`src/hw/alu_defs.svh`:
```
// ******************************
// Default width 5, at least 2 and at most 8 since
// the flags start at bit 8 of the RESULT word
// APB offsets are 4-bit, one 32-bit word each
// ******************************
`ifndef ALU_DEFS_SVH
`define ALU_DEFS_SVH

`define ALU_WIDTH         5

`define ALU_ADDR_A        4'h0
`define ALU_ADDR_B        4'h4
`define ALU_ADDR_CTRL     4'h8
`define ALU_ADDR_RESULT   4'hC

`define ALU_RES_FLAGS_LSB 8
`define ALU_FLAG_COUNT    6

`endif

```
`src/hw/alu_pkg.sv`:
```
// ******************************
// Operation codes match bits 2..0 of CTRL
// Flag order is fixed by the RESULT word layout
// ******************************
package alu_pkg;

    typedef enum logic [2:0] {
        OP_ADD = 3'd0,  // A + B
        OP_SUB = 3'd1,  // A - B
        OP_NOT = 3'd2,  // ~A
        OP_AND = 3'd3,
        OP_OR  = 3'd4,
        OP_NEG = 3'd5,  // Two's complement of A
        OP_INC = 3'd6,
        OP_DEC = 3'd7
    } alu_op_e;

    // Comparison flags look at A and B, the rest at the result
    typedef struct packed {
        logic equal;
        logic greater;  // Signed A > B
        logic less;     // Signed A < B
        logic zero;
        logic carry;    // Borrow on SUB and DEC
        logic overflow; // Signed overflow
    } alu_flags_t;

endpackage

```
`src/hw/alu_if.sv`:
```
// ******************************
// Clock and reset only serve the core's checks
// ******************************
`include "alu_defs.svh"

interface alu_if (
    input logic clk,
    input logic reset
);
    import alu_pkg::*;

    logic [`ALU_WIDTH-1:0] a;
    logic [`ALU_WIDTH-1:0] b;
    alu_op_e               op;
    logic [`ALU_WIDTH-1:0] result;
    alu_flags_t            flags;

    modport regs (
        output a, b, op,
        input  result, flags
    );

    modport core (
        input  clk, reset,
        input  a, b, op,
        output result, flags
    );

endinterface

```
`src/hw/alu_ripple_addsub.sv`:
```
// ******************************
// Plain ripple chain, delay grows with width
// carry is a borrow when subtract is high
// ******************************
`include "alu_defs.svh"

module alu_ripple_addsub (
    input  logic [`ALU_WIDTH-1:0] a,
    input  logic [`ALU_WIDTH-1:0] b,
    input  logic                  subtract,
    output logic [`ALU_WIDTH-1:0] sum,
    output logic                  carry
);
    logic [`ALU_WIDTH-1:0] b_eff;
    logic [`ALU_WIDTH:0]   c;

    assign b_eff = b ^ {`ALU_WIDTH{subtract}}; // One's complement for subtract
    assign c[0]  = subtract;                   // Plus one completes the negation

    for (genvar i = 0; i < `ALU_WIDTH; i++) begin : g_bit
        logic p;

        assign p        = a[i] ^ b_eff[i];
        assign sum[i]   = p ^ c[i];
        assign c[i + 1] = (a[i] & b_eff[i]) | (p & c[i]);
    end

    // No carry out of A + ~B + 1 means A < B unsigned
    assign carry = c[`ALU_WIDTH] ^ subtract;

endmodule

```
`src/hw/alu_core.sv`:
```
// ******************************
// Purely combinational, no latency
// Carry only on ADD, SUB, INC, DEC
// Overflow only on ADD, SUB, NEG, INC, DEC
// Compare flags are signed
// ******************************
`include "alu_defs.svh"

module alu_core (
    alu_if.core bus
);
    import alu_pkg::*;

    localparam int MSB = `ALU_WIDTH - 1;

    logic [MSB:0] main_a;
    logic [MSB:0] main_b;
    logic         main_sub;
    logic [MSB:0] main_sum;
    logic         main_carry;
    logic         main_ovf;

    logic [MSB:0] step_one;
    logic         step_sub;
    logic [MSB:0] step_sum;
    logic         step_carry;
    logic         step_ovf;

    logic [MSB:0] result;
    logic         carry;
    logic         overflow;
    alu_flags_t   flags;

    // Signed overflow of x +/- y from the sign bits alone
    function automatic logic signed_ovf(
        input logic x_msb,
        input logic y_msb,
        input logic sub,
        input logic r_msb
    );
        return (x_msb ~^ (y_msb ^ sub)) & (r_msb ^ x_msb);
    endfunction

    // NEG is computed as 0 - A
    assign main_sub = (bus.op == OP_SUB) || (bus.op == OP_NEG);
    assign main_a   = (bus.op == OP_NEG) ? '0 : bus.a;
    assign main_b   = (bus.op == OP_NEG) ? bus.a : bus.b;

    alu_ripple_addsub u_main (
        .a        (main_a),
        .b        (main_b),
        .subtract (main_sub),
        .sum      (main_sum),
        .carry    (main_carry)
    );

    assign step_one = {{MSB{1'b0}}, 1'b1};
    assign step_sub = (bus.op == OP_DEC);

    alu_ripple_addsub u_step (
        .a        (bus.a),
        .b        (step_one),
        .subtract (step_sub),
        .sum      (step_sum),
        .carry    (step_carry)
    );

    assign main_ovf = signed_ovf(main_a[MSB], main_b[MSB], main_sub, main_sum[MSB]);
    assign step_ovf = signed_ovf(bus.a[MSB], step_one[MSB], step_sub, step_sum[MSB]);

    always_comb begin
        result   = main_sum;
        carry    = 1'b0;
        overflow = 1'b0;
        case (bus.op)
            OP_ADD, OP_SUB: begin
                result   = main_sum;
                carry    = main_carry;
                overflow = main_ovf;
            end
            OP_NOT: result = ~bus.a;
            OP_AND: result = bus.a & bus.b;
            OP_OR:  result = bus.a | bus.b;
            OP_NEG: begin
                result   = main_sum;
                overflow = main_ovf; // Only for the most negative A
            end
            OP_INC, OP_DEC: begin
                result   = step_sum;
                carry    = step_carry;
                overflow = step_ovf;
            end
            default: result = main_sum;
        endcase
    end

    assign flags.equal    = (bus.a == bus.b);
    assign flags.greater  = ($signed(bus.a) > $signed(bus.b));
    assign flags.less     = ($signed(bus.a) < $signed(bus.b));
    assign flags.zero     = ~|result;
    assign flags.carry    = carry;
    assign flags.overflow = overflow;

    assign bus.result = result;
    assign bus.flags  = flags;

    // On SUB exactly one compare flag follows the sign of the difference
    a_cmp_onehot: assert property (
        @(posedge bus.clk) disable iff (bus.reset)
        (bus.op == OP_SUB) |->
            ({bus.flags.equal, bus.flags.greater, bus.flags.less} ==
             {main_sum == '0,
              (main_sum != '0) && !(main_sum[MSB] ^ main_ovf),
              main_sum[MSB] ^ main_ovf})
    );

    // NEG gives zero only for A of zero, NOT only for A of all ones
    a_zero_match: assert property (
        @(posedge bus.clk) disable iff (bus.reset)
        (bus.op == OP_NEG || bus.op == OP_NOT) |->
            (bus.flags.zero == ((bus.op == OP_NEG) ? (bus.a == '0) : (&bus.a)))
    );

endmodule

```
`src/hw/alu_apb_regs.sv`:
```
// ******************************
// APB3 slave, no wait states, pready tied high
// RESULT loads one cycle after a CTRL write
// pslverr on bad address or RESULT write
// ******************************
`include "alu_defs.svh"

module alu_apb_regs (
    input  logic        clk,
    input  logic        reset,
    input  logic        psel,
    input  logic        penable,
    input  logic        pwrite,
    input  logic [3:0]  paddr,
    input  logic [31:0] pwdata,
    output logic [31:0] prdata,
    output logic        pready,
    output logic        pslverr,
    alu_if.regs         bus
);
    import alu_pkg::*;

    logic                  access;
    logic                  addr_hit;
    logic                  hit_result;
    logic                  wr_en;
    logic                  capture;
    logic [31:0]           rd_word;

    logic [`ALU_WIDTH-1:0] a_q;
    logic [`ALU_WIDTH-1:0] b_q;
    alu_op_e               op_q;
    logic [`ALU_WIDTH-1:0] res_q;
    alu_flags_t            flags_q;

    assign access = psel & penable;

    // Decode and read mux, misaligned offsets fall to default
    always_comb begin
        addr_hit = 1'b1;
        rd_word  = '0;
        case (paddr)
            `ALU_ADDR_A:    rd_word[`ALU_WIDTH-1:0] = a_q;
            `ALU_ADDR_B:    rd_word[`ALU_WIDTH-1:0] = b_q;
            `ALU_ADDR_CTRL: rd_word[2:0] = op_q;
            `ALU_ADDR_RESULT: begin
                rd_word[`ALU_WIDTH-1:0] = res_q;
                rd_word[`ALU_RES_FLAGS_LSB +: `ALU_FLAG_COUNT] = flags_q;
            end
            default: addr_hit = 1'b0;
        endcase
    end

    assign hit_result = (paddr == `ALU_ADDR_RESULT);
    assign pslverr    = access & (~addr_hit | (pwrite & hit_result));
    assign wr_en      = access & pwrite & ~pslverr;
    assign pready     = 1'b1;
    assign prdata     = (access & ~pwrite & ~pslverr) ? rd_word : '0; // Failed read gives zero

    always_ff @(posedge clk) begin
        if (reset) begin
            a_q     <= '0;
            b_q     <= '0;
            op_q    <= OP_ADD;
            capture <= 1'b0;
            res_q   <= '0;
            flags_q <= '0;
        end else begin
            if (wr_en) begin
                case (paddr)
                    `ALU_ADDR_A:    a_q  <= pwdata[`ALU_WIDTH-1:0];
                    `ALU_ADDR_B:    b_q  <= pwdata[`ALU_WIDTH-1:0];
                    `ALU_ADDR_CTRL: op_q <= alu_op_e'(pwdata[2:0]);
                    default:        op_q <= op_q;
                endcase
            end
            capture <= wr_en & (paddr == `ALU_ADDR_CTRL); // Core sees new op next cycle
            if (capture) begin
                res_q   <= bus.result;
                flags_q <= bus.flags;
            end
        end
    end

    assign bus.a  = a_q;
    assign bus.b  = b_q;
    assign bus.op = op_q;

    // Access cycle must come straight after a setup cycle
    a_apb_setup_first: assert property (
        @(posedge clk) disable iff (reset)
        (psel && penable) |-> $past(psel && !penable)
    );

    // Address and direction held from setup into access
    a_apb_ctrl_stable: assert property (
        @(posedge clk) disable iff (reset)
        (psel && penable) |-> ($stable(paddr) && $stable(pwrite))
    );

endmodule

```
`src/hw/alu_apb_top.sv`:
```
// ******************************
// APB3 slave at the pins, clk is pclk
// No interrupts, one master only
// ******************************
module alu_apb_top (
    input  logic        clk,
    input  logic        reset,
    input  logic        psel,
    input  logic        penable,
    input  logic        pwrite,
    input  logic [3:0]  paddr,
    input  logic [31:0] pwdata,
    output logic [31:0] prdata,
    output logic        pready,
    output logic        pslverr
);

    alu_if bus (
        .clk   (clk),
        .reset (reset)
    );

    alu_apb_regs u_regs (
        .clk     (clk),
        .reset   (reset),
        .psel    (psel),
        .penable (penable),
        .pwrite  (pwrite),
        .paddr   (paddr),
        .pwdata  (pwdata),
        .prdata  (prdata),
        .pready  (pready),
        .pslverr (pslverr),
        .bus     (bus.regs)
    );

    alu_core u_core (
        .bus (bus.core)
    );

endmodule

```
`config.mk`:
```
export PLATFORM = sky130hd
export DESIGN_NAME = alu_apb_top
export DESIGN_NICKNAME = d
export VERILOG_FILES = /design/src/hw/alu_pkg.sv /design/src/hw/alu_if.sv /design/src/hw/alu_ripple_addsub.sv /design/src/hw/alu_core.sv /design/src/hw/alu_apb_regs.sv /design/src/hw/alu_apb_top.sv
export VERILOG_INCLUDE_DIRS = /design/src /design/src/hw
export SDC_FILE = /design/constraint.sdc
export NUM_CORES = 1
export LEC_CHECK = 0
export BUFFER_PORTS_ARGS = -buffer_cell sky130_fd_sc_hd__buf_4
export CAP_MARGIN = 20
export CELL_PAD_IN_SITES_DETAIL_PLACEMENT = 0
export CELL_PAD_IN_SITES_GLOBAL_PLACEMENT = 1
export CORE_AREA = 3 3 82 84
export DETAILED_ROUTE_END_ITERATION = 7
export DIE_AREA = 0 0 85 87
export GPL_ROUTABILITY_DRIVEN = 1
export PLACE_DENSITY_LB_ADDON = 0.08
export SLEW_MARGIN = 15
export SYNTH_ARGS = -nofsm -noshare
export SYNTH_HDL_FRONTEND = slang
export SYNTH_SLANG_ARGS = --single-unit
```
`constraint.sdc`:
```
create_clock -name clk -period 8.4 [get_ports clk]
set_input_delay 0.42 -clock clk [delete_from_list [all_inputs] [get_ports clk]]
set_output_delay 0.42 -clock clk [all_outputs]
set_load 0.05 [all_outputs]
```
[Word level (Yosys, flattened, before mapping)]
Index checks and enable logic that the tools add are counted.
Word-level totals
  logic and storage cells: 122
  bits of input ports: 41
  register bits after elaboration: 25
Operators by class
  equality and inequality tests: 11
  order comparisons: 2
  multiplexer cells: 10
  bitwise logic cells: 76
  reductions and logical operators: 12
Operators with widths (number)
  bitwise AND 1 bit: 30
  case mux 5 bit (5 select lines): 1
  bitwise XOR 1 bit: 25
  2-to-1 mux 14 bit: 1
  == test 3 bit (second input constant): 4
  case mux 3 bit (4 select lines): 1
  OR 1 bit: 11
  2-to-1 mux 5 bit: 2
  == test 4 bit (second input constant): 2
  == test 3 x 2 -> 1 bit (second input constant): 2
  2-to-1 mux 6 bit: 1
  case mux 2 bit (3 select lines): 1
  AND reduction 2 bit: 3
  bitwise AND 5 bit: 1
  == test 5 bit: 1
  greater-than comparator 5 bit: 1
  < comparator 5 bit: 1
  inverter 5 bit: 1
  OR 5 bit: 1
  OR reduction 5 bit: 1
  bitwise XOR 5 bit: 1
  == test 4 x 3 -> 1 bit (second input constant): 1
  zero test 4 bit: 1
  inverter 1 bit: 4
  10 further kinds: 13

[Depth between registers and ports, before layout]
  word-level depth: 16
  mapped depth: 18
  depth with buffers taken out: 15

[Hierarchy]
Synthesis repeated with hierarchy kept, for this count alone.
Unflattened totals
  cell total of the unflattened synthesis: 312
  area, all modules: 2547.4 µm²
Modules (own cells, without submodules)
  alu_apb_regs: area an instance 1403.8 µm², sequential area each 500.5 µm², cells each 160, times used 1
  alu_core: area an instance 775.7 µm², sequential area each 0.0 µm², cells each 112, times used 1
  alu_ripple_addsub: area an instance 183.9 µm², sequential area each 0.0 µm², cells each 20, times used 2

[Worst setup path before layout]
OpenSTA, ideal clock, no wires.
  path kind: register to register
  start: register u_regs.op_q[0] (netlist: u_regs.bus.op[0])
  end: register u_regs.flags_q[2] (netlist bit)
  cell stages (with the launch flop): 17
  setup time: 0.092 ns
  data required time: 8.308 ns
  data arrival time: 3.586 ns
  period minus slack after synthesis: 3.678 ns
  setup slack: 4.722 ns
  path buffers: 3
  path through: dfxtp_1 > buf_2 > buf_2 > nand2_1 > clkbuf_1 > a211oi_1 > a21oi_1 > fa_1 > fa_1 > fa_1 > inv_1 > fa_1 > nor2b_1 > o21ai_0 > a21oi_1 > nor3_1 > o32ai_1
Between the ends
  word-level cells in the longest chain between the ends: 16
Ends and longest elaborated chain
  start: declaration: line alu_apb_regs.sv:32  | alu_op_e op_q;
  start signal: assignment: line alu_apb_regs.sv:73  | `ALU_ADDR_CTRL: op_q <= alu_op_e'(pwdata[2:0]);
  start signal: assignment: line alu_apb_regs.sv:74  | default: op_q <= op_q;
  == test 3 bit / == test 3 x 1 -> 1 bit (equally long branches)
  2-to-1 mux 5 bit / logical OR 1 bit (equally long branches): line alu_core.sv:47, alu_core.sv:45
  bitwise XOR 5 bit: line alu_ripple_addsub.sv:17  | assign b_eff = b ^ {`ALU_WIDTH{subtract}};
  bitwise XOR 1 bit: line alu_ripple_addsub.sv:23  | assign p = a[i] ^ b_eff[i];
  bitwise AND 1 bit: line alu_ripple_addsub.sv:25  | assign c[i + 1] = (a[i] & b_eff[i]) | (p & c[i]);
  OR 1 bit: line alu_ripple_addsub.sv:25
  bitwise AND 1 bit: line alu_ripple_addsub.sv:25
  OR 1 bit: line alu_ripple_addsub.sv:25
  bitwise AND 1 bit: line alu_ripple_addsub.sv:25
  OR 1 bit: line alu_ripple_addsub.sv:25
  bitwise AND 1 bit: line alu_ripple_addsub.sv:25
  OR 1 bit: line alu_ripple_addsub.sv:25
  bitwise XOR 1 bit: line alu_ripple_addsub.sv:24  | assign sum[i] = p ^ c[i];
  case mux 5 bit (5 select lines) (*): line alu_core.sv:75  | case (bus.op)
  OR reduction 5 bit (*): line alu_core.sv:100  | assign flags.zero = ~|result;
  zero test 1 bit (*): line alu_core.sv:100
  end signal: assignment: line alu_apb_regs.sv:80  | flags_q <= bus.flags;
  end: declaration: line alu_apb_regs.sv:34  | alu_flags_t flags_q;
Every way passes the cells marked *; elsewhere a longest branch is shown, timed or not.
A chain may end at the register's enable or synchronous reset.

[Worst setup path in the final report]
  start: register u_regs.op_q[1] (netlist: u_regs.bus.op[1])
  end: register u_regs.flags_q[2] (netlist bit)
The elaborated chain is that of the path after synthesis.

==> results.tsv <==
stage	metric	value	unit
clock_tree	Post-CTS Repair Setup Buffers	0	
hold_path	hold path startpoint	pwdata[4]	
clock_tree	Clk Latency, worst-skew pair	280	ps
logic_synthesis	Mean Syn Cell Area	8.10	um^2
sta	final period utilization	47.3	%
clock_tree	Worst-path clk slew	100	ps
clock_tree	Sink Count	25	
sta	Max Freq	251	MHz
global_route	vias in the first global route	1872	
drt	Post-DRT Antenna Nets	0	
final_layout	Fillers	636	
sta	Slew HR	51.7	%
hold_path	worst hold path type	in2reg	
logic_synthesis	Most used DFF post-synth	dfxtp_1	
sta	Min Clock Period, post-route	3980	ps
logic_synthesis	#FFs+latches synth	25	
placement	Setup WS pre-CTS	4430	ps
drt	DRC errors left	0	
global_route	largest net degree at the start of global routing	31	
floorplan	core area	0.00599	mm^2
floorplan	io pins	75	
floorplan	full die area	0.00740	mm^2
global_route	Total GRT Usage	16.3	%
global_route	antenna violations before repair	0	
logic_synthesis	distinct cell type count of the synthesized netlist	53	
clock_tree	H-tree depth	1	
floorplan	Core Rows	28	
sta	unrepaired setup endpoints after global routing	false	
setup_path	CP startpoint	u_regs.bus.op[1]	
logic_synthesis	largest area contributor in the netlist	dfxtp_1	
drt	wire length per cell	15.0	um
logic_synthesis	Synth top area share	20.7	%
setup_path	WP data arrival	4160	ps
logic_synthesis	sequential share of the synthesized area	20.7	%
drt	drt first pass iters	4	
power	VDD IR max	0.0000762	V
logic_synthesis	post-synthesis instance area	0.00241	mm^2
final_layout	Ant. Diodes	0	
floorplan	Starting Density	40.3	%
logic_synthesis	Post-synth EDFFs	0	
logic_synthesis	Gate Count Post-Synth	298	
clock_tree	CTS tree	done	
placement	PortBufs	25	
clock_tree	post_cts resized	0	
placement	placed cells	380	
final_layout	Area Overhead vs Synth	6.48	%
sta	clk_skew	10.3	ps
setup_path	FF-to-FF Start	u_regs.bus.op[1]	
sta	slew at the pin closest to its max-slew limit	724	ps
global_route	Overflow after GRT	0	
sta	Setup WS post-layout	4420	ps
setup_path	Worst Path Class, Setup	reg2reg	
logic_synthesis	largest cells by area after synthesis	dfxtp_1 (21%), ha_1 (11%), mux2i_1 (7.5%)	
setup_path	Setup crit end kind	flop	
setup_path	startpoint type of the worst setup path	flop	
final_layout	Final #Nets	376	
sta	# setup viols final	0	
drt	Vias/cell	5.22	
floorplan	Die Span X	85	um
final_layout	share of layout cells above drive strength 1	12.6	%
power	Pleak	1.09	nW
clock_tree	CTS Hold Bufs	0	
clock_tree	Num CTS Buffers	3	
sta	Fin. Hold Viols	0	
clock_tree	Max Root-Sink Buffers	2	
sta	Final Slew Violations	0	
sta	final setup TNS	0	ps
logic_synthesis	Synthesis Warnings	0	
placement	DP HPWL	4430	um
clock_tree	clock root buffer master	clkbuf_8	
job	max_cap viols	0	
power	power density cells	92.4	mW/mm^2
floorplan	die height	87	um
run_status	outcome	finished, final reports clean	
logic_synthesis	count leader, synth	nor2_1	
logic_synthesis	share of async-settable or async-resettable flops after synthesis	0	%
global_route	global-route wire length before repair	9680	um
final_layout	Multi-input gate area	0.00165	mm^2
final_layout	fin cells	384	
drt	vias	2005	
final_layout	register area	500	um^2
logic_synthesis	Post-synth top cells	nor2_1 (33), dfxtp_1 (25), buf_4 (23), ha_1 (21), mux2i_1 (18)	
setup_path	CP max FO	11	
setup_path	Crit path required time	8580	ps
drt	Post-Route WL	5780	um
drt	initial DRC count	168	
placement	gp weighted congestion	0.788	
-- path summary, 6_finish.rpt --
check	endpoint	slack, ps	depth (start not counted)
setup / recovery	u_regs.flags_q[2]	4420	14
hold / removal	u_regs.bus.b[4]	380	3
setup reg to reg	u_regs.flags_q[2]	4420	14
hold reg to reg	u_regs.flags_q[5]	470	2
-- cells by family after synthesis --
family,share of synthesized area (%)
other cells,0.311
fa+ha+maj,14.2
compound gates,17.1
buf+inv,14.0
mux,10.3
xor+xnor,1.45
simple gates,22.0
flops,20.7
-- layout by cell type, fill, tap and decap left out, types with 4 or more instances in the layout --
master    count
inv_1        17
buf_4        28
mux2i_1      18
conb_1       22
xnor2_1       4
a21o_1        4
a31oi_1       4
dfxtp_1      25
o21ai_0      10
fa_1          4
nand2_1      17
a21oi_1      14
nor3_1        6
ha_1         21
nand3_1       5
a211oi_1      7
nand2b_1      6
nor2_1       33
nor2b_1      13
and2_1        6
-- routing by layer --
layer,up-vias,track usage [%],part of all wire [%]
met1,948,23.2,49
met3,6,2.37,3.0
met5,-,0,0
li1,1007,-,-
met4,0,4.17,1.4
met2,44,25.7,47
-- power breakdown --
part | total, mW | switching, mW | internal, mW
sequential | 0.119 | 0.000631 | 0.119
clock | 0.0777 | 0.0428 | 0.0348
combinational | 0.0403 | 0.0320 | 0.00823
-- per-stage QoR --
stage	hold slack, ps	power [mW]	instance area, um^2	utilization (%)
detailed placement	460	0.162	2520	42.0
floorplan	445	0.162	2490	-
global placement	456	0.162	2520	42.0
finish	376	0.237	2570	42.9
global route	366	0.249	2570	42.9
CTS	374	0.240	2570	42.9
-- state kept, by name, summed over array words and instances, names as in the netlist --
name	cells
u_regs.bus.op	3
u_regs.bus.b	5
u_regs.res_q	5
u_regs.flags_q	6
u_regs.bus.a	5
u_regs.capture	1
-- final cells by class --
type	count	area share (%)
Sequential cell	25	19.5
Multi-Input combinational cell	235	64.2
Clock inverter	1	0.341
Timing Repair Buffer	28	8.18
Tap cell	75	3.65
Inverter	17	2.48
Clock buffer	3	1.61
-- critical path, cell delays in order, from the launching register on --
cell	delay, ps
dfxtp_1	330
inv_1	300
nand2_1	340
a211oi_1	310
a21oi_1	90
fa_1	430
fa_1	400
fa_1	400
inv_1	80
fa_1	460
nor2b_1	130
o21ai_0	80
a21oi_1	190
nor3_1	80
o32ai_1	270
(Power assumes the default switching activity.)
